## src/logic/mvu_cfg_pkg.sv

```systemverilog
/*
 * Job setting types for the matrix-vector lane array.
 * Imported by the dispatcher, the lanes and the top level.
 */
package mvu_cfg_pkg;

    // Array shape
    localparam int NMVU     = 4;            // Number of lanes
    localparam int BMVUA    = 2;            // Lane index width

    // Data bank addressing
    localparam int BDBANKA  = 6;            // Bank address width, 64 words
    localparam int BSTRIDE  = BDBANKA;      // Stride wraps with the address anyway
    localparam int BLENGTH  = 16;           // Run length, stored as count minus one

    // Quantizer
    localparam int BQMSBIDX = 5;            // Selects a bit of the 32-bit accumulator

    typedef logic [BMVUA-1:0]    mvu_idx_t;       // Lane number
    typedef logic [BDBANKA-1:0]  bank_addr_t;     // Word address in one bank
    typedef logic [BQMSBIDX-1:0] quant_msbidx_t;  // Top bit of the quantizer slice

    // Multiply mode of a job
    typedef enum logic [1:0] {
        MUL_INT8 = 2'd0,                    // Four signed 8-bit elements per word
        MUL_BIN  = 2'd1                     // 32 binary +1/-1 elements per word
    } mul_mode_e;

    /*
     * One lane's job. The weight word has the layout of a data word and
     * is decoded the same way by the lane.
     */
    typedef struct packed {
        bank_addr_t          base;          // First input address
        logic [BSTRIDE-1:0]  stride;        // Address step
        logic [BLENGTH-1:0]  length;        // Word count minus one
        mul_mode_e           mode;          // Multiply mode
        quant_msbidx_t       msbidx;        // Quantizer MSB index, 7 or more
        logic [31:0]         weight;        // Weight word held for the whole run
    } job_cfg_t;

endpackage

```

## src/logic/mvu_data_pkg.sv

```systemverilog
/*
 * Data word, accumulator and result types of the lane array.
 * Compiled after the job setting package, whose bank address it reuses.
 */
package mvu_data_pkg;

    import mvu_cfg_pkg::*;

    localparam int N     = 32;              // Data word width
    localparam int NELEM = 4;               // 8-bit elements per word
    localparam int BELEM = N / NELEM;       // Element width
    localparam int BACC  = 32;              // Accumulator width
    localparam int BQOUT = 8;               // Quantized output width

    typedef logic signed [BELEM-1:0] elem8_t;   // One signed element

    // A bank word, read by mode as packed bytes or as plain bits
    typedef union packed {
        elem8_t [NELEM-1:0] e8;             // MUL_INT8 view
        logic   [N-1:0]     bits;           // MUL_BIN view, 1 means +1
    } data_word_u;

    typedef logic signed [BACC-1:0] acc_t;  // Accumulator word

    // Controller write into one data bank
    typedef struct packed {
        logic        en;                    // Write strobe
        bank_addr_t  addr;                  // Word address
        data_word_u  data;                  // Word to store
    } bank_wr_t;

    // What a lane offers to the interconnect
    typedef struct packed {
        logic [BQOUT-1:0] qout;             // Quantizer slice
        acc_t             acc;              // Raw accumulator
    } lane_result_t;

endpackage

```

## src/logic/mvu_job_dispatch.sv

```systemverilog
`timescale 1ns/1ps
/*
 * Holds the job setting of every lane and steers controller bank writes.
 * Settings and bank writes land one cycle after the strobe, start is passed on.
 */
module mvu_job_dispatch
    import mvu_cfg_pkg::*;
    import mvu_data_pkg::*;
(
    input  logic            clk,
    input  logic            rst_n,
    input  logic            cfg_wr,                 // Setting write strobe
    input  mvu_idx_t        cfg_lane,               // Lane whose setting is written
    input  job_cfg_t        cfg_data,               // New setting
    input  logic [NMVU-1:0] start_in,               // Start pulses from outside
    input  bank_wr_t        bank_wr_in,             // Controller bank write
    input  mvu_idx_t        wr_lane,                // Lane that owns the bank write
    output job_cfg_t        lane_cfg [NMVU],        // Per-lane setting
    output logic [NMVU-1:0] lane_start,             // Per-lane start
    output bank_wr_t        lane_bank_wr [NMVU]     // Per-lane bank write
);

    logic [NMVU-1:0] wr_en_q;                       // Decoded write strobes
    bank_addr_t      wr_addr_q;                     // Shared by all lanes
    data_word_u      wr_data_q;

    // Setting registers, one per lane
    always_ff @(posedge clk) begin
        if (!rst_n) begin
            for (int i = 0; i < NMVU; i++) begin
                lane_cfg[i] <= '0;
            end
        end else if (cfg_wr) begin
            lane_cfg[cfg_lane] <= cfg_data;
        end
    end

    // Lane decode of the bank write strobe
    always_ff @(posedge clk) begin
        if (!rst_n) begin
            wr_en_q <= '0;
        end else begin
            for (int i = 0; i < NMVU; i++) begin
                wr_en_q[i] <= bank_wr_in.en && (wr_lane == mvu_idx_t'(i));
            end
        end
    end

    always_ff @(posedge clk) begin
        wr_addr_q <= bank_wr_in.addr;
        wr_data_q <= bank_wr_in.data;
    end

    always_comb begin
        for (int i = 0; i < NMVU; i++) begin
            lane_bank_wr[i] = '{en: wr_en_q[i], addr: wr_addr_q, data: wr_data_q};
        end
    end

    assign lane_start = start_in;                   // Setting is already a cycle old

    // The lane would latch the old setting otherwise
    a_cfg_before_start: assert property (@(posedge clk) disable iff (!rst_n)
        cfg_wr |-> !start_in[cfg_lane]);

endmodule

```

## config.mk

```make
export PLATFORM = sky130hd
export DESIGN_NAME = mvu_job_dispatch
export DESIGN_NICKNAME = d
export VERILOG_FILES = /design/src/logic/mvu_cfg_pkg.sv /design/src/logic/mvu_data_pkg.sv /design/src/logic/mvu_job_dispatch.sv
export SDC_FILE = /design/constraint.sdc
export NUM_CORES = 1
export LEC_CHECK = 0
export BUFFER_PORTS_ARGS = -buffer_cell sky130_fd_sc_hd__buf_4
export CAP_MARGIN = 20
export CORE_AREA = 8 8 206 208
export DETAILED_ROUTE_END_ITERATION = 10
export DIE_AREA = 0 0 214 216
export GPL_TIMING_DRIVEN = 0
export HOLD_SLACK_MARGIN = 0.02
export PLACE_DENSITY = 0.63
export SETUP_SLACK_MARGIN = 0.5
export SKIP_CTS_REPAIR_TIMING = 1
export SLEW_MARGIN = 20
export SYNTH_ARGS = -nofsm -noshare
export SYNTH_HDL_FRONTEND = slang
export SYNTH_SLANG_ARGS = --single-unit
```

## constraint.sdc

```tcl
create_clock -name clk -period 1 [get_ports clk]
set_input_delay 0.2 -clock clk [delete_from_list [all_inputs] [get_ports clk]]
set_output_delay 0.2 -clock clk [all_outputs]
set_load 0.005 [all_outputs]
```

Yosys cells after proc, flatten, opt, wreduce, memory -nomap -nowiden
Cells that the tools add are included.
- $lt $le $gt $ge: 2
- eq/ne operators: 3
- mux-type cells: 3
- bitwise gates (word level): 1
- reductions and logical operators: 6
- operator list (operator ; number):
    bitwise mux 268 bit ; 1
    demux 67 bit (select 2 bit) ; 1
    two-way mux 67 bit ; 1
    logical AND 1 bit ; 5
    == test 2 bit, second input constant ; 2
    >= comparator 3 bit, second input constant ; 1
    < comparator 3 x 1 -> 1 bit, second input constant ; 1
    inverter 2 -> 3 bit ; 1
    == test 2 x 1 -> 1 bit, second input constant ; 1
    logical NOT 2 bit ; 1
- flip-flop bits (word level): 310
- bits of input ports: 117
- output and inout bits: 428
- word-level logic and storage cells: 42

Depth between registers and ports, before layout
- depth after elaboration: 6
- mapped depth: 4
- depth with buffers taken out: 2

Worst setup path after synthesis
Ideal clock, no wire load.
- kind: input-to-reg
- start point: input port cfg_lane[0]
- end point: register lane_cfg[32] (netlist name)
- setup time: 0.072 ns
- arrival time: 1.010 ns
- required time: 0.928 ns
- setup slack: -0.081 ns
- stages on the path: 4
- path buffers: 2
- cells stage by stage: nand3_1 buf_2 buf_2 mux2i_1
- word-level cells in the longest chain between the ends: 6
- elaborated cells between the ends (all ways): 7
- those cells by class: 2 x order compare; 3 x mux; 1 x bitwise; 1 x reduce/logical
- ends and longest elaborated chain (what ; RTL line ; text):
    from (decl) ; mvu_job_dispatch.sv:13 ; input mvu_idx_t cfg_lane,
    inverter 2 -> 3 bit (implied by the code) (*) ; mvu_job_dispatch.sv:34 ; lane_cfg[cfg_lane] <= cfg_data;
    >= comparator 3 bit (implied by the code) or < comparator 3 x 1 -> 1 bit (tied branches) ; mvu_job_dispatch.sv:34 ;
    logical AND 1 bit (implied by the code) ; mvu_job_dispatch.sv:34 ;
    two-way mux 67 bit (implied by the code) ; mvu_job_dispatch.sv:34 ;
    demux 67 bit (select 2 bit) (*) ; mvu_job_dispatch.sv:34 ;
    bitwise mux 268 bit (*) ; mvu_job_dispatch.sv:34 ;
    to (signal, indexed assignment) ; mvu_job_dispatch.sv:34 ;
    to (decl) ; mvu_job_dispatch.sv:18 ; output job_cfg_t lane_cfg [NMVU],
Every way passes the cells marked *; elsewhere a longest branch is shown, timed or not.
A chain may end at the register's enable or synchronous reset.

Final worst setup path
- start point: register wr_data_q[15] (netlist name)
- end point: output port lane_bank_wr[132] (netlist name)
- RTL lines (what ; RTL line ; text):
    from (decl) ; mvu_job_dispatch.sv:25 ; data_word_u wr_data_q;
    from (signal assigned) ; mvu_job_dispatch.sv:51 ; wr_data_q <= bank_wr_in.data;
    to (decl) ; mvu_job_dispatch.sv:20 ; output bank_wr_t lane_bank_wr [NMVU]
No word-level cell between the ends.

==> flow_metrics.py <==
metrics = {
    "die": {
        "die_h_um": 216,
        "die_area_sq_um": 46200,
        "coreArea_sq_um": 39200,
        "initial_core_util": 0.291,
        "ios": 545,
        "row_count": 73,
        "die_x_um": 214,
    },
    "synthesis": {
        "synth_seq_cells": 310,
        "synthesis.nets": 1224,
        "yosysMostFrequentCell": "nand2_1",
        "synth.area.top_cells": "dfxtp_1, mux2i_1, nand2_1, buf_4, clkbuf_1",
        "ys.flop_type": "dfxtp_1",
        "ys_warn_count": 0,
        "yosys.area.top_type": "dfxtp_1",
        "synth_seq_area_share": 0.544,
        "syn_inst": 1107,
        "synth-async-reset-ratio": 0,
        "avgSynthCellArea_sq_um": 10.3,
        "synthTopCellsByCount": "nand2_1, dfxtp_1, mux2i_1",
        "ys_types": 13,
        "synth_edf_count": 0,
        "yosys.area.top_type_share": 0.544,
        "synth_area_sq_um": 11400,
    },
    "run_status": {
        "violations": "negative hold slack, negative setup slack",
        "status": "finished with violations",
    },
    "cells_and_area": {
        "area_delta_synth_final_pct": 90.9,
        "register_area_sq_um": 6690,
        "design_area_sq_um": 21800,
        "multi_input_area_sq_um": 4300,
        "n_fill_cell": 3266,
        "final_nets": 1908,
        "n_antenna_cell": 0,
        "drive_above_1_share": 0.662,
        "fin_util": 0.555,
    },
    "route": {
        "first_pass_iters": 4,
        "drt_iter0_drc": 307,
        "finalWirelength_um": 48100,
        "via_count": 10100,
        "postRouteAntennaNets": 0,
        "wl_per_cell_um": 20.6,
        "drcViolationCount": 0,
        "viasPerCell": 4.30,
    },
    "setup_path": {
        "crit_top_cell": "buf_6",
        "critPathCaptureType": "output pin",
        "path_delay_family": "flip-flops",
        "start_kind": "flop",
        "crit_type": "reg -> out",
        "crit_path_cell_trace": "buf_6, buf_6",
        "crit_slowest_cell": "dfxtp_4",
        "crit_buf_inv": 2,
        "path_max_fanout": 4,
        "cp.arrival_ns": 1.12,
        "r2r_setup_slack_ns": 0.28,
        "required_ns": 0.80,
        "max_stage_delay_ns": 0.37,
        "r2r-start": "lane_cfg[41]",
        "startpoint": "wr_data_q[15]",
    },
    "job": {
        "cap_viol_max_count": 0,
    },
    "clocking": {
        "cts_buffer_depth": 3,
        "clkSinkCount": 310,
        "cts_root_buffer": "clkbuf_16",
        "cts_buffers": 36,
        "cts_tree": "yes",
        "clock_latency_ns": 0.52,
        "ctsHtreeMaxLevel": 2,
        "path_clk_slew_ns": 0.06,
    },
    "sta": {
        "rsz0062_at_grt": "yes",
        "fmax_mhz": 759,
        "final.min_clock_period_ns": 1.32,
        "timing.hold.ws_ns": -0.153,
        "finalSetupViolCount": 424,
        "finalMaxSlewViolations": 0,
        "worst_pin_slew_ns": 0.344,
        "relSlewSlack": 0.771,
        "finalClockSkew_ns": 0,
        "setup_slack_ns": -0.318,
        "finalHoldViolCount": 115,
        "fin_crit_sh": 1.32,
    },
    "place": {
        "place_area_sq_um": 17400,
        "dp_hpwl_um": 34100,
        "io_buffers": 539,
        "place.gp.congestion": 0.836,
    },
    "hold_path": {
        "hp-class": "in -> reg",
        "hp-start": "wr_lane[0]",
    },
    "global_routing": {
        "grt_first_pass_wirelength_um": 64300,
        "grt_start_max_net_pins": 14,
        "grt.total_usage": 0.179,
        "grt.overflow.total": 0,
        "grt_pass1_vias": 9845,
        "antenna_found_initial": 2,
    },
    "pwr": {
        "p_int_uw": 23100,
        "clkPwrFrac": 0.410,
        "combPwrFrac": 0.153,
        "worst_ir_drop_vdd_v": 0.00169,
        "power.net_switching_uw": 7280,
        "powerDensity_nw_per_um2": 1400,
        "seqPwrFrac": 0.437,
        "switching_share": 0.240,
        "p_leak_uw": 0.0107,
    },
}
power groups by stage:
stage / Sequential (uW) / Combinational (uW) / Clock (uW)
2_1_floorplan: 13400 / 1670 / 0
3_3_place_gp: 13400 / 3710 / 0
3_5_place_dp: 13400 / 3740 / 0
4_1_cts: 13200 / 3750 / 12900
5_1_grt: 13300 / 4920 / 13400
6_report: 13300 / 4650 / 12500
kinds of logic after synthesis:
kind of cell,count (synthesis),synth area share
multiplexers,268,0.235
AND/OR/NAND/NOR,345,0.115
buffers and inverters,184,0.105
flip-flops,310,0.544
placed cells by master (no fill, tap or decap), types with 2 or more instances in the layout:
master,instances
buf_8,9
dlygate4sd3_1,38
clkbuf_1,10
clkbuf_8,12
nand2_1,287
clkinv_2,4
buf_4,152
clkbuf_16,54
mux2i_1,268
nor2_1,2
buf_12,17
nand2_2,19
clkbuf_2,19
dfxtp_4,40
clkinvlp_4,2
dfxtp_2,269
nor3_1,2
clkbuf_4,4
nand2_4,30
buf_6,565
nand3b_1,2
flip-flops by register name, indices dropped and copies added, names as in the netlist:
register   count
lane_cfg     268
wr_addr_q      6
wr_data_q     32
wr_en_q        4
metal layers:
metal | wire length [um] | GRT usage | vias to the layer above
met2 | 24200 | 0.310 | 355
met3 | 3940 | 0.0740 | 81
met5 | 27 | 0 | -
met4 | 1490 | 0.0672 | 4
li1 | - | - | 4862
met1 | 18500 | 0.195 | 4751
per-stage QoR:
stage               power [uW]  TNS, ns  hold WS [ns]  setup WS, ns  cells
global route             31600  -101.73        -0.165        -0.357   2338
CTS                      29800  -109.67        -0.269        -0.372   2231
global placement         17100   -63.91         0.305        -0.427   2171
detailed placement       17200   -66.69         0.305        -0.460   2171
floorplan                15100        0         0.228       0.00654   1107
finish                   30400   -83.89        -0.153        -0.318   2338
final timing paths:
path,end,cells past startpoint
worst min-delay path,wr_en_q[0],2
worst max-delay path,lane_bank_wr[132],2
worst min register to register,lane_cfg[19],2
worst max register to register,lane_cfg[41],3
final cells by class:
| cell class | count | share of cell area |
|---|---|---|
| Sequential cell | 310 | 0.308 |
| Clock buffer | 52 | 0.0474 |
| Buffer | 183 | 0.0976 |
| Timing Repair Buffer | 646 | 0.317 |
| Tap cell | 525 | 0.0302 |
| Inverter | 1 | 0.000172 |
| Clock inverter | 8 | 0.00316 |
| Multi-Input combinational cell | 613 | 0.197 |
(Power assumes the default switching activity.)
