$ cat config.mk
export PLATFORM = sky130hd
export DESIGN_NAME = mvu_lane
export DESIGN_NICKNAME = d
export VERILOG_FILES = /design/src/logic/mvu_cfg_pkg.sv /design/src/logic/mvu_data_pkg.sv /design/src/logic/mvu_lane.sv
export SDC_FILE = /design/constraint.sdc
export NUM_CORES = 2
export LEC_CHECK = 0
export BUFFER_PORTS_ARGS = -buffer_cell sky130_fd_sc_hd__buf_4
export CORE_MARGIN = 2
export CORE_UTILIZATION = 57
export DETAILED_ROUTE_END_ITERATION = 12
export PLACE_DENSITY = 0.76
export SLEW_MARGIN = 10
export SYNTH_ARGS = -nofsm -noshare
export SYNTH_HDL_FRONTEND = slang
export SYNTH_SLANG_ARGS = --single-unit
$ cat constraint.sdc
create_clock -name clk -period 10.02 [get_ports clk]
set_clock_uncertainty 0.2 [all_clocks]
set_input_delay 1.503 -clock clk [delete_from_list [all_inputs] [get_ports clk]]
set_output_delay 1.503 -clock clk [all_outputs]
set_load 0.03 [all_outputs]
$ cat src/logic/mvu_cfg_pkg.sv
/*
 * Job setting types for the matrix-vector lane array.
 * Imported by the dispatcher, the lanes and the top level.
 */
package mvu_cfg_pkg;

    // Array shape
    localparam int NMVU     = 4;            // Number of lanes
    localparam int BMVUA    = 2;            // Lane index width

    // Data bank addressing
    localparam int BDBANKA  = 6;            // Bank address width, 64 words
    localparam int BSTRIDE  = BDBANKA;      // Stride wraps with the address anyway
    localparam int BLENGTH  = 16;           // Run length, stored as count minus one

    // Quantizer
    localparam int BQMSBIDX = 5;            // Selects a bit of the 32-bit accumulator

    typedef logic [BMVUA-1:0]    mvu_idx_t;       // Lane number
    typedef logic [BDBANKA-1:0]  bank_addr_t;     // Word address in one bank
    typedef logic [BQMSBIDX-1:0] quant_msbidx_t;  // Top bit of the quantizer slice

    // Multiply mode of a job
    typedef enum logic [1:0] {
        MUL_INT8 = 2'd0,                    // Four signed 8-bit elements per word
        MUL_BIN  = 2'd1                     // 32 binary +1/-1 elements per word
    } mul_mode_e;

    /*
     * One lane's job. The weight word has the layout of a data word and
     * is decoded the same way by the lane.
     */
    typedef struct packed {
        bank_addr_t          base;          // First input address
        logic [BSTRIDE-1:0]  stride;        // Address step
        logic [BLENGTH-1:0]  length;        // Word count minus one
        mul_mode_e           mode;          // Multiply mode
        quant_msbidx_t       msbidx;        // Quantizer MSB index, 7 or more
        logic [31:0]         weight;        // Weight word held for the whole run
    } job_cfg_t;

endpackage

$ cat src/logic/mvu_data_pkg.sv
/*
 * Data word, accumulator and result types of the lane array.
 * Compiled after the job setting package, whose bank address it reuses.
 */
package mvu_data_pkg;

    import mvu_cfg_pkg::*;

    localparam int N     = 32;              // Data word width
    localparam int NELEM = 4;               // 8-bit elements per word
    localparam int BELEM = N / NELEM;       // Element width
    localparam int BACC  = 32;              // Accumulator width
    localparam int BQOUT = 8;               // Quantized output width

    typedef logic signed [BELEM-1:0] elem8_t;   // One signed element

    // A bank word, read by mode as packed bytes or as plain bits
    typedef union packed {
        elem8_t [NELEM-1:0] e8;             // MUL_INT8 view
        logic   [N-1:0]     bits;           // MUL_BIN view, 1 means +1
    } data_word_u;

    typedef logic signed [BACC-1:0] acc_t;  // Accumulator word

    // Controller write into one data bank
    typedef struct packed {
        logic        en;                    // Write strobe
        bank_addr_t  addr;                  // Word address
        data_word_u  data;                  // Word to store
    } bank_wr_t;

    // What a lane offers to the interconnect
    typedef struct packed {
        logic [BQOUT-1:0] qout;             // Quantizer slice
        acc_t             acc;              // Raw accumulator
    } lane_result_t;

endpackage

$ cat src/logic/mvu_lane.sv
`timescale 1ns/1ps
/*
 * One matrix-vector lane. Runs a strided read over its data bank, multiplies
 * each word with the job weight and accumulates. done and irq mark the end.
 */
module mvu_lane
    import mvu_cfg_pkg::*;
    import mvu_data_pkg::*;
(
    input  logic         clk,
    input  logic         rst_n,
    input  job_cfg_t     cfg,                       // Setting from the dispatcher
    input  logic         start,                     // Starts a job
    input  logic         shacc_clr,                 // Zeroes the accumulator
    input  bank_wr_t     bank_wr,                   // Controller write port
    output logic         done,                      // High from job end to next start
    output logic         irq,                       // One cycle at job end
    output lane_result_t result                     // Quantized and raw accumulator
);

    data_word_u         bank [2**BDBANKA];          // Data bank
    job_cfg_t           job;                        // Setting latched at start
    data_word_u         weight;
    bank_addr_t         addr;                       // Current read address
    logic [BLENGTH-1:0] remain;                     // Reads left after this one
    logic               run;                        // Address run active
    logic               rd_vld;                     // rd_word holds a run word
    logic               rd_last;                    // rd_word is the last of the run
    data_word_u         rd_word;
    acc_t               prod;                       // Product of the word in rd_word
    acc_t               acc;

    assign weight = job.weight;

    // Controller writes
    always_ff @(posedge clk) begin
        if (bank_wr.en) begin
            bank[bank_wr.addr] <= bank_wr.data;
        end
    end

    always_ff @(posedge clk) begin
        rd_word <= bank[addr];                      // One cycle read latency
    end

    always_ff @(posedge clk) begin
        if (start) begin
            job <= cfg;
        end
    end

    // Strided address run, base first, wraps modulo bank size
    always_ff @(posedge clk) begin
        if (!rst_n) begin
            run    <= 1'b0;
            addr   <= '0;
            remain <= '0;
        end else if (start) begin
            run    <= 1'b1;
            addr   <= cfg.base;
            remain <= cfg.length;                   // Count minus one
        end else if (run) begin
            addr   <= addr + job.stride;
            remain <= remain - 1'b1;
            run    <= (remain != '0);               // Stops after the last address
        end
    end

    // Tracks the read in flight
    always_ff @(posedge clk) begin
        if (!rst_n) begin
            rd_vld  <= 1'b0;
            rd_last <= 1'b0;
        end else begin
            rd_vld  <= run;
            rd_last <= run && (remain == '0);
        end
    end

    // Same word, two decodes
    always_comb begin
        prod = '0;
        case (job.mode)
            MUL_INT8: begin
                for (int i = 0; i < NELEM; i++) begin
                    prod = prod + acc_t'($signed(rd_word.e8[i])) * acc_t'($signed(weight.e8[i]));
                end
            end
            // Matches count +1, mismatches count -1
            MUL_BIN: prod = acc_t'(2 * $countones(~(rd_word.bits ^ weight.bits))) - acc_t'(N);
            default: prod = '0;
        endcase
    end

    // A clear on the same edge as a product drops that product
    always_ff @(posedge clk) begin
        if (!rst_n) begin
            acc <= '0;
        end else if (start || shacc_clr) begin
            acc <= '0;
        end else if (rd_vld) begin
            acc <= acc + prod;
        end
    end

    always_ff @(posedge clk) begin
        if (!rst_n) begin
            done <= 1'b0;
            irq  <= 1'b0;
        end else begin
            irq <= rd_last;                         // Last product lands now
            if (start) begin
                done <= 1'b0;
            end else if (rd_last) begin
                done <= 1'b1;
            end
        end
    end

    // Quantizer, a plain slice
    assign result.acc  = acc;
    assign result.qout = acc[job.msbidx -: BQOUT];

    // Run and read pipeline must drain before the next job
    a_no_restart: assert property (@(posedge clk) disable iff (!rst_n)
        start |-> !(run || rd_vld));

    // Slice would leave the accumulator otherwise
    a_msbidx_range: assert property (@(posedge clk) disable iff (!rst_n)
        start |-> (cfg.msbidx >= quant_msbidx_t'(BQOUT - 1)));

endmodule

* Word level (Yosys, flattened, before mapping)
Memories as Yosys holds them, arrays and structs flattened. A register that Yosys moved wholly into a read port is not among the register bits.
Cells that the tools add are included.
** Storage, ports and cells
- Register bits :: 104
- Latch bits :: 0
- RAM bits :: 2048
- ROM bits :: 0
- Output and inout bits :: 42
- Memories :: 1
** Operators by class
- Add/subtract/negate cells :: 38
- Multipliers :: 4
- Divide/modulo/power cells :: 0
- $lt $le $gt $ge :: 0
- Equality and inequality tests :: 1
- Shifts and indexed selects :: 1
- Multiplexer cells :: 9
- Bitwise gates (word level) :: 3
- Reductions and logical operators :: 8
** Memory list
- bank :: words 64, bits a word 32, rd ports 1, clocked after memory_dff 1, wr ports 1, RTL line mvu_lane.sv:21 : data_word_u bank [2**BDBANKA];
** Operator list (count)
- multiplier 8 x 8 -> 16 bit :: 4
- case mux 32 bit (2 select lines) :: 1
- variable part select 39 x 6 -> 8 bit :: 1
- adder 1 x 1 -> 2 bit :: 16
- adder 32 bit :: 1
- 2-to-1 mux 16 bit :: 2
- inverter 32 bit :: 1
- bitwise XOR 32 bit :: 1
- adder 2 x 2 -> 3 bit :: 8
- adder 18 x 16 -> 19 bit :: 1
- adder 17 x 16 -> 18 bit :: 1
- adder 16 x 16 -> 17 bit :: 1
- adder 3 x 3 -> 4 bit :: 4
- logical NOT 16 bit :: 1
- nonzero test 16 bit :: 1
- subtractor 16 x 1 -> 16 bit (second input constant) :: 1
- 2-to-1 mux 6 bit :: 2
- adder 4 x 4 -> 5 bit :: 2
- subtractor 7 x 6 -> 8 bit (second input constant) :: 1
- adder 5 x 5 -> 6 bit :: 1
- adder 6 bit :: 1
- 2-to-1 mux 1 bit :: 4
- OR reduction 2 bit :: 2
- equality test 2 x 1 -> 1 bit (second input constant) :: 1
- other kinds (5) :: 5

* Depth between registers and ports, before layout
- Depth in word-level cells :: 10
- Mapped depth :: 40
- Depth with buffers taken out :: 40

* Least setup slack after synthesis
Ideal clock, no wire load.
- Path kind :: register to register
- From :: register rd_word[15] (netlist bit) (read register of bank)
- To :: register acc[31]
- Arrival :: 9197 ps
- Path slack :: 552 ps
- Cell stages (with the launch flop) :: 34
- Clock period less this slack :: 9468 ps
- Cells stage by stage :: dfxtp_1 > clkbuf_1 > and2_1 > inv_1 > fa_1 > fa_1 > inv_1 > fa_1 > fa_1 > fa_1 > fa_1 > fa_1 > inv_1 > fa_1 > inv_1 > ha_1 > a21oi_1 > o211ai_2 > a2111oi_4 > nor3_2 > a2111oi_4 > a211oi_1 > a211o_1 > ha_1 > a21oi_1 > o21ai_0 > or3b_2 > a211oi_1 > a211oi_1 > nor2_1 > a211o_1 > xor2_1 > or3_1 > a21oi_1
** On the way
- Cells in the longest elaborated chain, start to end :: 10
** RTL lines
- from (decl) :: RTL line mvu_lane.sv:29 : data_word_u rd_word;
- branches (longest 8 deep; another with adder 18 x 16 -> 19 bit)
- case mux 32 bit (2 select lines) * :: RTL line mvu_lane.sv:83 : case (job.mode)
- adder 32 bit * :: RTL line mvu_lane.sv:102 : acc <= acc + prod;
- to (signal assigned) :: RTL line mvu_lane.sv:102
- to (decl) :: RTL line mvu_lane.sv:31 : acc_t acc;
Mark *: on every way between the ends.
A chain may end at the register's enable or synchronous reset.

* Worst setup path after layout
- From :: register job (netlist bit weight[27])
- To :: register acc[31]
** On the way
- Cells in the longest elaborated chain, start to end :: 10
** RTL lines
- from (decl) :: RTL line mvu_lane.sv:22 : job_cfg_t job;
- from (signal assigned) :: RTL line mvu_lane.sv:48 : job <= cfg;
- bitwise XOR 32 bit :: RTL line mvu_lane.sv:90 : MUL_BIN: prod = acc_t'(2 * $countones(~(rd_word.bits ^ weight.bits))) - acc_t'(N);
- inverter 32 bit :: RTL line mvu_lane.sv:90
- adder 1 x 1 -> 2 bit (implied by the code) :: RTL line mvu_lane.sv:90
- adder 2 x 2 -> 3 bit (implied by the code) :: RTL line mvu_lane.sv:90
- adder 3 x 3 -> 4 bit (implied by the code) :: RTL line mvu_lane.sv:90
- adder 4 x 4 -> 5 bit (implied by the code) :: RTL line mvu_lane.sv:90
- adder 5 x 5 -> 6 bit (implied by the code) :: RTL line mvu_lane.sv:90
- subtractor 7 x 6 -> 8 bit :: RTL line mvu_lane.sv:90
- case mux 32 bit (2 select lines) * :: RTL line mvu_lane.sv:83
- adder 32 bit * :: RTL line mvu_lane.sv:102
Mark *: on every way between the ends. The rest lies on a longest branch, timed or not.

==> flow_summary.json <==
{
  "outcome": "finished clean",
  "crit_slowest_cell": "fa_1",
  "setup_ws_ns": 0.399,
  "min-delay-path-class": "register to register",
  "crit_type": "register to register",
  "wirelength_um": 245000,
  "critPathMaxFanout": 13,
  "die_x_um": 417,
  "grt_pass1_wl_um": 357000,
  "detail_route.wl_per_cell_um": 31.9,
  "clock_sinks": 2184,
  "ys_types": 60,
  "dpl_cell_area_um2": 102000,
  "hold_buffers": 0,
  "htree_levels": 4,
  "hpwlAfterDp_um": 135000,
  "tightest_slew_ns": 1.15,
  "min_period_over_period": 0.960,
  "fin_area_um2": 109000,
  "cts_buffers": 206,
  "cp.arrival_ns": 10.16,
  "ys_seq_area_frac": 0.665,
  "multi_input_area_um2": 30700,
  "synth-edff-count": 2093,
  "end_kind": "register",
  "max_freq_ghz": 0.104,
  "die_h_um": 417,
  "slew_headroom": 0.232,
  "grt_max_degree": 128,
  "initial_core_util": 0.574,
  "area_growth_pct": 11.7,
  "cts-root-buf": "clkbuf_16",
  "ios": 152,
  "cts_tree": "done",
  "route.detailed.drc": 0,
  "setup_violations": 0,
  "drt_iter0_drc": 6451,
  "grt-ovfl-total": 0,
  "dieArea_um2": 174000,
  "slew_violations": 0,
  "portBuffers": 151,
  "grt_pass1_vias": 51300,
  "nets": 5922,
  "async_flop_share": 0,
  "netlist_area_um2": 97300,
  "utilization": 0.641,
  "seqCellArea_um2": 64700,
  "drive_above_1_share": 0.251,
  "yosys.area.top_type_share": 0.646,
  "synth_top_area_cell": "edfxtp_1",
  "post-place-cells": 7269,
  "synth.area.top_cells": "edfxtp_1, mux4_2, fa_1",
  "core-area_um2": 169000,
  "synthFlopType": "edfxtp_1",
  "dp_slack_ns": 0.226,
  "clkLatencyLatePin_ns": 0.89,
  "cts_buffer_depth": 3,
  "critPathMaxStageDelay_ns": 0.60,
  "antenna_found_initial": 10,
  "yosys_warnings": 0,
  "cap_violations": 0,
  "synthCells": 4996,
  "vias": 49300,
  "cts.reportedPaths.clkPinSlew_ns": 0.07,
  "viasPerCell": 6.42,
  "dr.pass1.iters": 6,
  "num-fill-cells": 11100,
  "synth_most_common_cell": "edfxtp_1",
  "synth_common_cells": "edfxtp_1, mux4_2, inv_1, fa_1, ha_1",
  "start_kind": "register",
  "synth_seq_cells": 2184,
  "gp_congestion": 0.889,
  "avgSynthCellArea_um2": 19.5,
  "fin_cells": 7683,
  "period_needed_ns": 9.62,
  "crit_required_ns": 10.56,
  "rows": 151,
  "grt_use_total": 0.287,
  "worst_path_most_repeated_cell": "fa_1",
  "synth_nets": 5634,
  "ant_nets": 0,
  "finalHoldViolations": 0
}
## layout make-up
class | count | area share
repair buffers | 278 | 0.0201
clock inverters | 123 | 0.0103
clock buffers | 262 | 0.0504
diodes | 4 | 0.0000921
flip-flops and latches | 2184 | 0.596
inverters | 454 | 0.0157
well taps | 2218 | 0.0255
multi-input cells | 2160 | 0.282
## flip-flops by register name, summed over array words and instances, names as in the netlist
register / flops
acc: 32
addr: 6
done: 1
rd_vld: 1
rd_word: 32
run: 1
job: 13
rd_last: 1
weight: 32
remain: 16
irq: 1
bank: 2048
## critical path, delay by kind of cell, from the launching register on
| kind | cells | cell delay (ns) |
|---|---|---|
| and+or+nand+nor | 5 | 1.25 |
| AOI/OAI and AO/OA | 11 | 2.32 |
| adders and majority gates | 10 | 4.75 |
| buffers and inverters | 5 | 0.40 |
| DFF | 1 | 0.54 |
| xor gates and xnor gates | 1 | 0.07 |
## repair_timing
item                                    in CTS  in global routing
setup buffers                                0                 25
endpoints found under the setup margin       0                  8
resized for setup                            0                 25
## metal layers
metal / track usage / vias to the layer above / wire (µm) / part of all wire
li1: - / 20000 / - / -
met1: 0.391 / 26100 / 89100 / 0.36
met2: 0.479 / 2832 / 125000 / 0.51
met3: 0.0516 / 438 / 23400 / 0.096
met4: 0.0874 / 6 / 7940 / 0.032
met5: 0 / - / 46 / 0.00019
## layout by cell type (no fill, tap or decap), types with 45 or more instances in the layout
cell type / netlist / final
nand2_1: 159 / 158
edfxtp_1: 2093 / 2093
mux4_2: 680 / 680
nor2_1: 148 / 86
o21ai_0: 66 / 62
dfxtp_1: 91 / 73
clkbuf_16: 0 / 206
inv_1: 452 / 452
mux2i_1: 49 / 49
clkinv_1: 1 / 53
a21oi_1: 73 / 70
buf_4: 0 / 270
and2_1: 144 / 144
fa_1: 352 / 350
nor2_4: 0 / 62
ha_1: 176 / 176
clkbuf_1: 137 / 45
## worst paths after layout
check        startpoint  endpoint  slack [ns]  cells after the start
max          weight[27]   acc[31]        0.40                     32
min             rd_last       irq        0.30                      1
max reg2reg  weight[27]   acc[31]        0.40                     32
min reg2reg     rd_last       irq        0.30                      1
## cells by family (layout without fill, tap and decap cells)
kind of cell / Yosys count / count (layout) / share of synthesized area
muxes: 741 / 741 / 0.164
adders and majority gates: 528 / 528 / 0.0951
buffers and inverters: 652 / 1117 / 0.0252
DFF: 2184 / 2184 / 0.665
xor gates and xnor gates: 65 / 65 / 0.00585
AOI/OAI and AO/OA: 234 / 234 / 0.0152
other: 0 / 4 / 0
and+or+nand+nor: 592 / 592 / 0.0299
## metrics by stage
step                setup TNS (ns)  hold slack (ns)
floorplan                        0            0.227
global placement                 0            0.270
detailed placement               0            0.287
CTS                              0            0.297
global route               -0.0357            0.306
finish                           0            0.296
Power is not shown: default switching activity piles up to over one toggle a cycle in this logic, so the estimate is an artifact.
