### src/logic/mvu_cfg_pkg.sv
/*
 * Job setting types for the matrix-vector lane array.
 * Imported by the dispatcher, the lanes and the top level.
 */
package mvu_cfg_pkg;

    // Array shape
    localparam int NMVU     = 4;            // Number of lanes
    localparam int BMVUA    = 2;            // Lane index width

    // Data bank addressing
    localparam int BDBANKA  = 6;            // Bank address width, 64 words
    localparam int BSTRIDE  = BDBANKA;      // Stride wraps with the address anyway
    localparam int BLENGTH  = 16;           // Run length, stored as count minus one

    // Quantizer
    localparam int BQMSBIDX = 5;            // Selects a bit of the 32-bit accumulator

    typedef logic [BMVUA-1:0]    mvu_idx_t;       // Lane number
    typedef logic [BDBANKA-1:0]  bank_addr_t;     // Word address in one bank
    typedef logic [BQMSBIDX-1:0] quant_msbidx_t;  // Top bit of the quantizer slice

    // Multiply mode of a job
    typedef enum logic [1:0] {
        MUL_INT8 = 2'd0,                    // Four signed 8-bit elements per word
        MUL_BIN  = 2'd1                     // 32 binary +1/-1 elements per word
    } mul_mode_e;

    /*
     * One lane's job. The weight word has the layout of a data word and
     * is decoded the same way by the lane.
     */
    typedef struct packed {
        bank_addr_t          base;          // First input address
        logic [BSTRIDE-1:0]  stride;        // Address step
        logic [BLENGTH-1:0]  length;        // Word count minus one
        mul_mode_e           mode;          // Multiply mode
        quant_msbidx_t       msbidx;        // Quantizer MSB index, 7 or more
        logic [31:0]         weight;        // Weight word held for the whole run
    } job_cfg_t;

endpackage

### src/logic/mvu_data_pkg.sv
/*
 * Data word, accumulator and result types of the lane array.
 * Compiled after the job setting package, whose bank address it reuses.
 */
package mvu_data_pkg;

    import mvu_cfg_pkg::*;

    localparam int N     = 32;              // Data word width
    localparam int NELEM = 4;               // 8-bit elements per word
    localparam int BELEM = N / NELEM;       // Element width
    localparam int BACC  = 32;              // Accumulator width
    localparam int BQOUT = 8;               // Quantized output width

    typedef logic signed [BELEM-1:0] elem8_t;   // One signed element

    // A bank word, read by mode as packed bytes or as plain bits
    typedef union packed {
        elem8_t [NELEM-1:0] e8;             // MUL_INT8 view
        logic   [N-1:0]     bits;           // MUL_BIN view, 1 means +1
    } data_word_u;

    typedef logic signed [BACC-1:0] acc_t;  // Accumulator word

    // Controller write into one data bank
    typedef struct packed {
        logic        en;                    // Write strobe
        bank_addr_t  addr;                  // Word address
        data_word_u  data;                  // Word to store
    } bank_wr_t;

    // What a lane offers to the interconnect
    typedef struct packed {
        logic [BQOUT-1:0] qout;             // Quantizer slice
        acc_t             acc;              // Raw accumulator
    } lane_result_t;

endpackage

### src/logic/mvu_result_mux.sv
`timescale 1ns/1ps
/*
 * Interconnect readout. Captures the result of the lane picked by
 * ic_recv_from when that lane raises irq and holds it with ic_valid.
 */
module mvu_result_mux
    import mvu_cfg_pkg::*;
    import mvu_data_pkg::*;
(
    input  logic            clk,
    input  logic            rst_n,
    input  logic            ic_clr,                 // Drops ic_valid
    input  mvu_idx_t        ic_recv_from,           // Lane to listen to
    input  logic [NMVU-1:0] lane_irq,               // Job end pulses
    input  logic [NMVU-1:0] lane_start,             // New job makes the held result stale
    input  lane_result_t    lane_result [NMVU],
    output lane_result_t    ic_word,                // Held result
    output logic            ic_valid
);

    logic         sel_irq;
    logic         sel_start;
    lane_result_t sel_result;

    // Selected lane only
    assign sel_irq    = lane_irq[ic_recv_from];
    assign sel_start  = lane_start[ic_recv_from];
    assign sel_result = lane_result[ic_recv_from];

    // Result is final in the irq cycle
    always_ff @(posedge clk) begin
        if (sel_irq) begin
            ic_word <= sel_result;
        end
    end

    // Clear beats capture
    always_ff @(posedge clk) begin
        if (!rst_n) begin
            ic_valid <= 1'b0;
        end else if (ic_clr || sel_start) begin
            ic_valid <= 1'b0;
        end else if (sel_irq) begin
            ic_valid <= 1'b1;
        end
    end

    // Lane select names a real lane
    a_sel_range: assert property (@(posedge clk) disable iff (!rst_n)
        !$isunknown(ic_recv_from));

endmodule

### config.mk
export PLATFORM = sky130hd
export DESIGN_NAME = mvu_result_mux
export DESIGN_NICKNAME = d
export VERILOG_FILES = /design/src/logic/mvu_cfg_pkg.sv /design/src/logic/mvu_data_pkg.sv /design/src/logic/mvu_result_mux.sv
export SDC_FILE = /design/constraint.sdc
export NUM_CORES = 1
export LEC_CHECK = 0
export ABC_AREA = 1
export BUFFER_PORTS_ARGS = -buffer_cell sky130_fd_sc_hd__buf_2
export CAP_MARGIN = 10
export CELL_PAD_IN_SITES_DETAIL_PLACEMENT = 1
export CELL_PAD_IN_SITES_GLOBAL_PLACEMENT = 1
export CORE_MARGIN = 2
export CORE_UTILIZATION = 27
export CTS_CLUSTER_DIAMETER = 150
export DETAILED_ROUTE_END_ITERATION = 10
export GPL_ROUTABILITY_DRIVEN = 0
export GPL_TIMING_DRIVEN = 0
export PLACE_DENSITY_LB_ADDON = 0.1
export SLEW_MARGIN = 5
export SYNTH_ARGS = -nofsm -noshare
export SYNTH_HDL_FRONTEND = slang
export SYNTH_SLANG_ARGS = --single-unit
export TNS_END_PERCENT = 50
### constraint.sdc
create_clock -name clk -period 5.45 [get_ports clk]
set_input_delay 1.09 -clock clk [delete_from_list [all_inputs] [get_ports clk]]
set_output_delay 1.09 -clock clk [all_outputs]
set_load 0.1 [all_outputs]
-- Word-level counts from Yosys, hierarchy flattened
Index checks and enable logic that the tools add are counted.
- register bits after elaboration: 41
- output and inout bits: 41
- order comparisons: 2
- mux-type cells: 7
- bitwise gates (word level): 2
- reductions and logical operators: 2
- operator list (cell ; number):
    40-bit binary-select mux with 2-bit select ; 1
    40-bit 2-to-1 mux ; 2
    1-bit binary-select mux with 2-bit select ; 2
    3-bit >= comparator (second input constant) ; 1
    2-bit by 3-bit < comparator with 1-bit output (second input constant) ; 1
    2-bit NOT with 3-bit output ; 1
    1-bit 2-to-1 mux ; 2
    2-bit OR reduction ; 1
    1-bit logical OR ; 1
    1-bit NOT ; 1

-- Longest topological paths before layout
Gate-level depths: netlist (run 1).
- depth after elaboration: 4
- mapped depth: 8
- gate-level depth less buffers: 6

-- Least setup slack after synthesis (run 1)
Ideal clock, no wire load.
- path type: input to register
- from: in ic_recv_from[0]
- to: reg ic_word[0] (netlist name), enable pin
- library setup time: 0.399 ns
- data arrival time: 2.345 ns
- setup slack: 2.706 ns
- cell stages on the path: 6
- buffers on the path: 2
- cells stage by stage: buf_6 -> inv_2 -> buf_6 -> nand2_1 -> nand3_1 -> nand2_1
- longest elaborated chain between the ends: 2
- ends and longest elaborated chain (item ; line ; text):
    start: declaration ; mvu_result_mux.sv:13 ; input mvu_idx_t ic_recv_from,
    1-bit binary-select mux with 2-bit select ; mvu_result_mux.sv:26 ; assign sel_irq = lane_irq[ic_recv_from];
    1-bit 2-to-1 mux (implied by the code) ; mvu_result_mux.sv:26 ;
    named net sel_irq ; mvu_result_mux.sv:21 ; logic sel_irq;
    end signal: assignment ; mvu_result_mux.sv:33 ; ic_word <= sel_result;
    end: declaration ; mvu_result_mux.sv:17 ; output lane_result_t ic_word,
The timed path passes the listed nets, and every way through them passes these cells. The select of a mux whose other input is x is not followed.
A chain may end at the register's enable or synchronous reset.

-- Worst setup path after layout (run 1)
- from: reg ic_word[1] (netlist name)
- to: out ic_word[1] (netlist name)
No word-level cell between the ends.

==> metrics.cfg, run 1 <==
[outcome]
status = finished, final reports clean

[clock_tree]
postCtsHoldBufs = 0
ctsResizeCount = 0
cts_sinks = 41
h-tree-depth = 2
clk_latency_ns = 0.29
clk_pin_slew_worst_paths_ns = 0.08
numCtsBuffers = 5
cts_tree = done
cts-root-buf = clkbuf_8
cts_setup_buffers = 0
clock_path_buffers = 2

[final_layout]
ff_latch_area_sq_mm = 0.00122
syn_to_final_growth_pct = 53.8
nFillCells = 1146
fin_cells = 623
multi_input_area_sq_mm = 0.00103
diodes = 0
final_nets = 687
drive_gt1_frac = 0.445

[setup_path]
max_stage_delay_ns = 0.43
cp.required_ns = 4.36
ff2ff_path_depth = 2
path_depth = 1
crit_family = buffers and inverters
cp-end-kind = output pin
critPathSlowestCell = buf_2
reg2reg_slack_ns = 4.89
cp.arrival_ns = 1.07
crit_fanout = 1
crit_chain = buf_2
cp-start-kind = flip-flop
crit_buf_inv = 1
critPathKind = reg -> out

[synthesis]
syn_area_sq_mm = 0.00241
synth_area_leaders = edfxtp_1 (50%), nor2_1 (13%), o21ai_0 (12%), o22ai_1 (10%), o21ai_1 (4.2%)
synth.distinct_cells = 16
avgSynthCellArea_sq_um = 8.16
yosysWarnings = 0
ys_ff_latch = 41
yosysSeqAreaShare = 0.508
syn-num-nets = 468
synth_top_area_share = 0.499
synthCells = 295
synth_top_area_cell = edfxtp_1

[timing]
period_minus_slack_ns = 2.16
rsz0062_at_grt = false
slew_viol_final = 0
worst_pin_slew_ns = 0.537
fin_worst_skew_ns = 0
setup_violations = 0
slew_headroom = 0.642
worst_slack_ns = 3.29
fmax_ghz = 0.463
period_share = 0.396
hold_viol = 0
fin_setup_tns_ns = 0

[global_route]
grt_pass1_wl_microns = 15700
grt_overflow = 0
antenna_found_initial = 0
first_global_vias = 3229
grt_max_degree = 29
grtUsageTotal = 0.203

[routing]
wl_per_cell_microns = 16.2
num_vias = 3025
drt_first_pass_iters = 4
drtIter0Drc = 74
wl_microns = 10100
route.detailed.drc = 0
postRouteAntennaNets = 0
avgViaCountPerCell = 4.86

[die]
rows = 34
die-area_sq_mm = 0.00968
die_y_microns = 98.4
die_w_microns = 98.4
coreArea_sq_mm = 0.00868
initial_core_util = 0.277
io_pins = 214

[worst_hold_path]
hold_class = reg -> reg
hold_depth = 2

[placed_design]
placed_cells_incl_taps = 615
io_buffers = 211
pre_cts_ws_ns = 2.99
hpwl_microns = 7790

[flow_run]
drv_cap = 0

[power]
pwr_density_cell_mw_per_mm2 = 312
ir_drop_uv = 99.9
leakage_nw = 1.71

## cell usage in the layout, fill, tap and decap left out
cell type | Yosys | layout
inv_2 | 2 | 2
edfxtp_1 | 40 | 40
buf_12 | 0 | 1
dfxtp_1 | 1 | 1
clkinv_1 | 1 | 1
nand3_1 | 4 | 4
nor2_1 | 85 | 85
inv_1 | 6 | 6
clkbuf_1 | 17 | 20
clkbuf_8 | 0 | 5
buf_6 | 2 | 2
o21ai_0 | 60 | 60
nand2_1 | 8 | 7
o21ai_1 | 20 | 20
nand2_2 | 0 | 1
buf_2 | 7 | 218
o22ai_1 | 40 | 40
buf_1 | 1 | 1
or2_0 | 1 | 1
## through the flow
| stage | power, mW | instance area, sq um | util | hold WS [ns] |
|---|---|---|---|---|
| floorplan | 0.829 | 2410 | - | 0.922 |
| global placement | 0.957 | 3600 | 0.415 | 0.452 |
| detailed placement | 0.965 | 3620 | 0.417 | 0.482 |
| global route | 1.20 | 3700 | 0.426 | 0.522 |
| CTS | 1.16 | 3700 | 0.426 | 0.501 |
| finish | 1.15 | 3700 | 0.426 | 0.496 |
## cell usage after synthesis
cell type  instances
buf_1              1
buf_2              7
buf_6              2
clkbuf_1          17
clkinv_1           1
dfxtp_1            1
edfxtp_1          40
inv_1              6
inv_2              2
nand2_1            8
nand3_1            4
nor2_1            85
o21ai_0           60
o21ai_1           20
o22ai_1           40
or2_0              1
## cell type report
| type | count | share of cell area |
|---|---|---|
| multi-input cells | 218 | 0.278 |
| inverters | 9 | 0.00913 |
| flip-flops and latches | 41 | 0.330 |
| clock buffers | 8 | 0.0216 |
| well taps | 108 | 0.0365 |
| plain buffers | 27 | 0.0338 |
| repair buffers | 212 | 0.291 |
## report_power, final
group	total, mW	internal (mW)	leakage (nW)	switching [mW]
combinational	0.543	0.109	1.27	0.434
sequential	0.411	0.401	0.398	0.00993
clock	0.200	0.0913	0.0395	0.109
## worst paths after layout
path,startpoint,endpoint
worst max-delay path,ic_word[1],ic_word[1]
worst min register to register,ic_valid,ic_valid
worst max register to register,ic_valid,ic_valid
worst min-delay path,ic_valid,ic_valid
## registers in the layout (all words and copies together) (netlist names)
name,cells
ic_valid,1
ic_word,40
## per-layer routing
layer | track usage | up-vias | share of wire
met3 | 0.0551 | 8 | 0.084
met4 | 0.0421 | 0 | 0.011
met5 | 0 | - | 0
li1 | - | 1493 | -
met2 | 0.364 | 140 | 0.50
met1 | 0.243 | 1384 | 0.41
## cell families after synthesis
| logic type | Yosys count | synth area share |
|---|---|---|
| flops | 41 | 0.508 |
| compound gates | 120 | 0.270 |
| simple gates | 98 | 0.156 |
| buf+inv | 36 | 0.0660 |
(Power assumes the default switching activity.)
==> inputs of run 2 (changes only) <==
CORE_UTILIZATION = 22   (was 27)
clock period = 1.85 ns   (was 5.45 ns; I/O delays follow)
==> metrics.cfg, run 2 (synthesis results as in run 1) <==
[power]
pwr-share-comb = 0.464  ; was 0.471
pwr_density_cell_mw_per_mm2 = 918  ; was 312 mW/mm^2
pwr-share-clk = 0.183  ; was 0.173
ir_drop_uv = 338  ; was 99.9 uV
net-switching-power_mw = 1.63  ; was 553 uW
leakage_nw = 1.71  ; about the same
p_int_mw = 1.80  ; was 600 uW
p_seq_frac = 0.353  ; was 0.356
swShare = 0.475  ; was 0.479

[placed_design]
hpwl_microns = 7830  ; was 7790 microns
pre_cts_ws_ns = -0.204  ; was 2.99 ns
place_area_sq_mm = 0.00364  ; was 0.00362 sq mm
io_buffers = 211  ; unchanged

[global_route]
grtUsageTotal = 0.178  ; was 0.203
grt_pass1_wl_microns = 16200  ; was 15,700 microns
grt_overflow = 0  ; unchanged
grt_max_degree = 42  ; was 29
first_global_vias = 3282  ; was 3,229
antenna_found_initial = 0  ; unchanged

[routing]
num_vias = 3062  ; was 3,025
wl_per_cell_microns = 16.1  ; was 16.2 microns
avgViaCountPerCell = 4.68  ; was 4.86
drt_first_pass_iters = 4  ; unchanged
postRouteAntennaNets = 0  ; unchanged
route.detailed.drc = 0  ; unchanged
drtIter0Drc = 113  ; was 74
wl_microns = 10500  ; was 10,100 microns

[timing]
slew_viol_final = 0  ; unchanged
period_share = 0.781
period_minus_slack_ns = 1.45
worst_pin_slew_ns = 0.592  ; was 0.537 ns
hold_viol = 0  ; unchanged
rsz0062_at_grt = false  ; unchanged
fin_worst_skew_ns = 0  ; unchanged
slew_headroom = 0.605  ; was 0.642
worst_slack_ns = 0.405  ; was 3.29 ns
fmax_ghz = 0.692
setup_violations = 0  ; unchanged

[clock_tree]
clock_path_buffers = 2  ; unchanged
clk_latency_ns = 0.29  ; about the same
cts-root-buf = clkbuf_8  ; unchanged
cts_setup_buffers = 0  ; unchanged
clk_pin_slew_worst_paths_ns = 0.09  ; was 0.08 ns
numCtsBuffers = 5  ; unchanged
h-tree-depth = 2  ; unchanged
cts_sinks = 41  ; unchanged
postCtsHoldBufs = 0  ; unchanged
cts_tree = done  ; unchanged

[setup_path]
cp-end-kind = output pin  ; unchanged
cp-start-kind = flip-flop  ; unchanged
crit_fanout = 1  ; unchanged
crit_family = buffers and inverters  ; unchanged
max_stage_delay_ns = 0.42  ; was 0.43 ns
crit_chain = buf_2  ; unchanged
critPathKind = reg -> out  ; unchanged
cp.arrival_ns = 1.08  ; was 1.07 ns
crit_buf_inv = 1  ; unchanged
critPathSlowestCell = buf_2  ; unchanged
cp.required_ns = 1.48  ; was 4.36 ns

[flow_run]
drv_cap = 0  ; unchanged

[final_layout]
top_register = ic_word  ; unchanged
largest_reg_flops = 40  ; unchanged
final_common_cell = buf_2  ; unchanged
stdcell_area_sq_mm = 0.00373  ; was 0.00370 sq mm
syn_to_final_growth_pct = 55.2  ; was 53.8%
drive_gt1_frac = 0.446  ; was 0.445
final_nets = 686  ; was 687
nFillCells = 1386  ; was 1,146
top_regs = ic_word (40), ic_valid (1)  ; unchanged
diodes = 0  ; unchanged
mostFrequentLayoutCells = buf_2 (218), nor2_1 (85), o21ai_0 (60)  ; unchanged

[die]
die_y_microns = 109  ; was 98.4 microns
initial_core_util = 0.224  ; was 0.277
die-area_sq_mm = 0.0118  ; was 0.00968 sq mm
die_w_microns = 109  ; was 98.4 microns
rows = 38  ; was 34
coreArea_sq_mm = 0.0107  ; was 0.00868 sq mm
io_pins = 214  ; unchanged

[worst_hold_path]
hold_class = in -> reg  ; was reg -> reg

[outcome]
status = finished, final reports clean  ; unchanged

[run 2: timing repair]
item | in CTS | in global routing
gates resized for setup | 0 | 1
endpoints found under the setup margin | 0 | 41
hold endpoints to repair | 0 | 0
[run 2: metal layers]
metal  GRT usage  wire (microns)
met5           0               0
met4      0.0467              92
met3      0.0470             887
met2       0.332            5410
met1       0.198            4130
[run 2: path summary, 6_finish.rpt]
kind | from | endpoint | slack, ns | depth (start not counted)
max reg2reg | ic_valid | ic_valid | 1.28 | 2
min | ic_clr | ic_valid | 0.34 | 4
max | ic_word[16] | ic_word[16] | 0.40 | 1
min reg2reg | ic_valid | ic_valid | 0.47 | 2
[run 2: power groups by stage]
stage / sequential (mW) / clock, mW / combinational [mW]
2_1_floorplan: 2.20 / 0 / 0.238
6_report: 1.21 / 0.626 / 1.59
5_1_grt: 1.23 / 0.686 / 1.68
3_3_place_gp: 1.23 / 0 / 1.59
4_1_cts: 1.21 / 0.659 / 1.60
3_5_place_dp: 1.24 / 0 / 1.60
[run 2: area by class of cell]
type                            instances  area (sq um)  area share
Buffer                                 27           125      0.0335
Clock buffer                            8          90.1      0.0241
Inverter                                9          33.8     0.00905
Multi-Input combinational cell        218          1030       0.277
Sequential cell                        41          1220       0.327
Tap cell                              140           175      0.0469
Timing Repair Buffer                  211          1060       0.283
[run 2: metrics by stage]
step | std cells | setup TNS (ns) | total power [mW] | util | hold slack, ns
final | 654 | 0 | 3.43 | 0.348 | 0.343
after global routing | 654 | 0 | 3.59 | 0.348 | 0.396
after CTS | 654 | 0 | 3.48 | 0.347 | 0.333
after detailed placement | 646 | -8.30 | 2.84 | 0.339 | 0.458
after global placement | 646 | -9.43 | 2.82 | 0.339 | 0.449
after floorplan | 295 | 0 | 2.44 | - | 0.543
==> inputs of run 3 (changes only) <==
CORE_UTILIZATION = 25   (was 22)
clock period = 1.45 ns   (was 1.85 ns; I/O delays follow)
==> metrics.cfg, run 3 (synthesis results as in run 1) <==
[outcome]
status = finished, final reports clean  ; unchanged

[die]
die_w_microns = 102  ; was 109 microns
rows = 35  ; was 38
io_pins = 214  ; unchanged
die-area_sq_mm = 0.0104  ; was 0.0118 sq mm
die_y_microns = 102  ; was 109 microns
coreArea_sq_mm = 0.00928  ; was 0.0107 sq mm
initial_core_util = 0.259  ; was 0.224

[clock_tree]
numCtsBuffers = 5  ; unchanged
cts_sinks = 41  ; unchanged
postCtsHoldBufs = 0  ; unchanged
clk_latency_ns = 0.30  ; was 0.29 ns
h-tree-depth = 2  ; unchanged
cts_setup_buffers = 0  ; unchanged
clk_pin_slew_worst_paths_ns = 0.08  ; was 0.09 ns
cts_tree = done  ; unchanged
clock_path_buffers = 2  ; unchanged
cts-root-buf = clkbuf_8  ; unchanged
ctsResizeCount = 0  ; unchanged

[final_layout]
drive_gt1_frac = 0.446  ; unchanged
largest_reg_flops = 40  ; unchanged
top_regs = ic_word (40), ic_valid (1)  ; unchanged
final_common_cell = buf_2  ; unchanged
diodes = 0  ; unchanged
top_register = ic_word  ; unchanged
mostFrequentLayoutCells = buf_2 (218), nor2_1 (85), o21ai_0 (60)  ; unchanged
final_nets = 686  ; unchanged
syn_to_final_growth_pct = 54.3  ; was 55.2%
final_core_util = 0.400  ; was 0.348

[routing]
wl_per_cell_microns = 16.2  ; was 16.1 microns
wl_microns = 10400  ; was 10,500 microns
drtIter0Drc = 65  ; was 113
num_vias = 3052  ; was 3,062
postRouteAntennaNets = 0  ; unchanged
drt_first_pass_iters = 4  ; unchanged
route.detailed.drc = 0  ; unchanged
avgViaCountPerCell = 4.75  ; was 4.68

[placed_design]
hpwl_microns = 7790  ; was 7830 microns
pre_cts_ws_ns = -0.195  ; was -0.204 ns
io_buffers = 211  ; unchanged

[worst_hold_path]
min-delay-start = ic_clr  ; unchanged
hold_depth = 4  ; unchanged
hold_path_end = ic_valid  ; unchanged
hold_class = in -> reg  ; unchanged

[timing]
slew_headroom = 0.609  ; was 0.605
slew_viol_final = 0  ; unchanged
worst_slack_ns = 0.0616  ; was 0.405 ns
period_minus_slack_ns = 1.39
rsz0062_at_grt = false  ; unchanged
setup_violations = 0  ; unchanged
fmax_ghz = 0.720
fin_worst_skew_ns = 0  ; unchanged
fin_setup_tns_ns = 0  ; unchanged
worst_pin_slew_ns = 0.586  ; was 0.592 ns
hold_viol = 0  ; unchanged
period_share = 0.957

[setup_path]
cp-end-kind = output pin  ; unchanged
cp.required_ns = 1.16  ; was 1.48 ns
crit_fanout = 1  ; unchanged
crit_chain = buf_2  ; unchanged
ff2ff_path_depth = 2  ; unchanged
crit_buf_inv = 1  ; unchanged
critPathKind = reg -> out  ; unchanged
worstReg2RegStart = ic_valid  ; unchanged
critPathSlowestCell = buf_2  ; unchanged
reg2reg_slack_ns = 0.89  ; was 1.28 ns
max_stage_delay_ns = 0.43  ; was 0.42 ns
cp.arrival_ns = 1.10  ; was 1.08 ns
cp-start-kind = flip-flop  ; unchanged
timing.rr.end = ic_valid  ; unchanged
crit_family = buffers and inverters  ; unchanged

[global_route]
first_global_vias = 3197  ; was 3,282
grt_pass1_wl_microns = 15700  ; was 16,200 microns
grt_overflow = 0  ; unchanged
gr-usage-met2 = 0.352  ; was 0.332
top_usage_layer = met2  ; unchanged
grtUsageMet3 = 0.0602  ; was 0.0470
antenna_found_initial = 0  ; unchanged
grtUsageTotal = 0.194  ; was 0.178
met1_usage = 0.222  ; was 0.198
grt_max_degree = 42  ; unchanged

[flow_run]
drv_cap = 0  ; unchanged

[power]
ir_drop_uv = 371  ; was 338 uV
leakage_nw = 1.71  ; about the same
pwr_density_cell_mw_per_mm2 = 1170  ; was 918 mW/mm^2

-- run 3: layout make-up --
class                           instances  area, sq um
Clock buffer                            7         76.3
Sequential cell                        41         1220
Multi-Input combinational cell        218         1030
Tap cell                              129          161
Buffer                                 27          125
Inverter                                9         33.8
Fill cell                            1243         5570
Clock inverter                          1         5.00
Timing Repair Buffer                  211         1060
-- run 3: worst max-delay path by stage --
stage               slack (ns)       startpoint  cells past startpoint           to
floorplan                 0.06  ic_recv_from[0]                      6   ic_word[0]
global placement         -0.18  ic_recv_from[0]                      6  ic_word[34]
detailed placement       -0.20  ic_recv_from[0]                      6  ic_word[29]
CTS                       0.06      ic_word[26]                      1  ic_word[26]
global route              0.03      ic_word[26]                      1  ic_word[26]
finish                    0.06      ic_word[26]                      1  ic_word[26]
-- run 3: per-layer routing --
layer / routed length (microns) / vias up
met5: 0 / -
met4: 125 / 0
met2: 5180 / 135
met3: 1010 / 10
met1: 4090 / 1412
li1: - / 1495
-- run 3: power breakdown --
part / switching, mW / internal (mW) / leakage, nW
clock network: 0.434 / 0.339 / 0.0422
logic: 1.63 / 0.399 / 1.27
registers: 0.0382 / 1.51 / 0.398
-- run 3: through the flow --
step | std cells | total power, mW | area (sq um) | hold slack, ns
2_1_floorplan | 295 | 3.12 | 2410 | 0.463
3_3_place_gp | 635 | 3.59 | 3630 | 0.447
3_5_place_dp | 635 | 3.62 | 3630 | 0.462
4_1_cts | 643 | 4.38 | 3710 | 0.267
5_1_grt | 643 | 4.54 | 3710 | 0.285
6_report | 643 | 4.35 | 3710 | 0.261
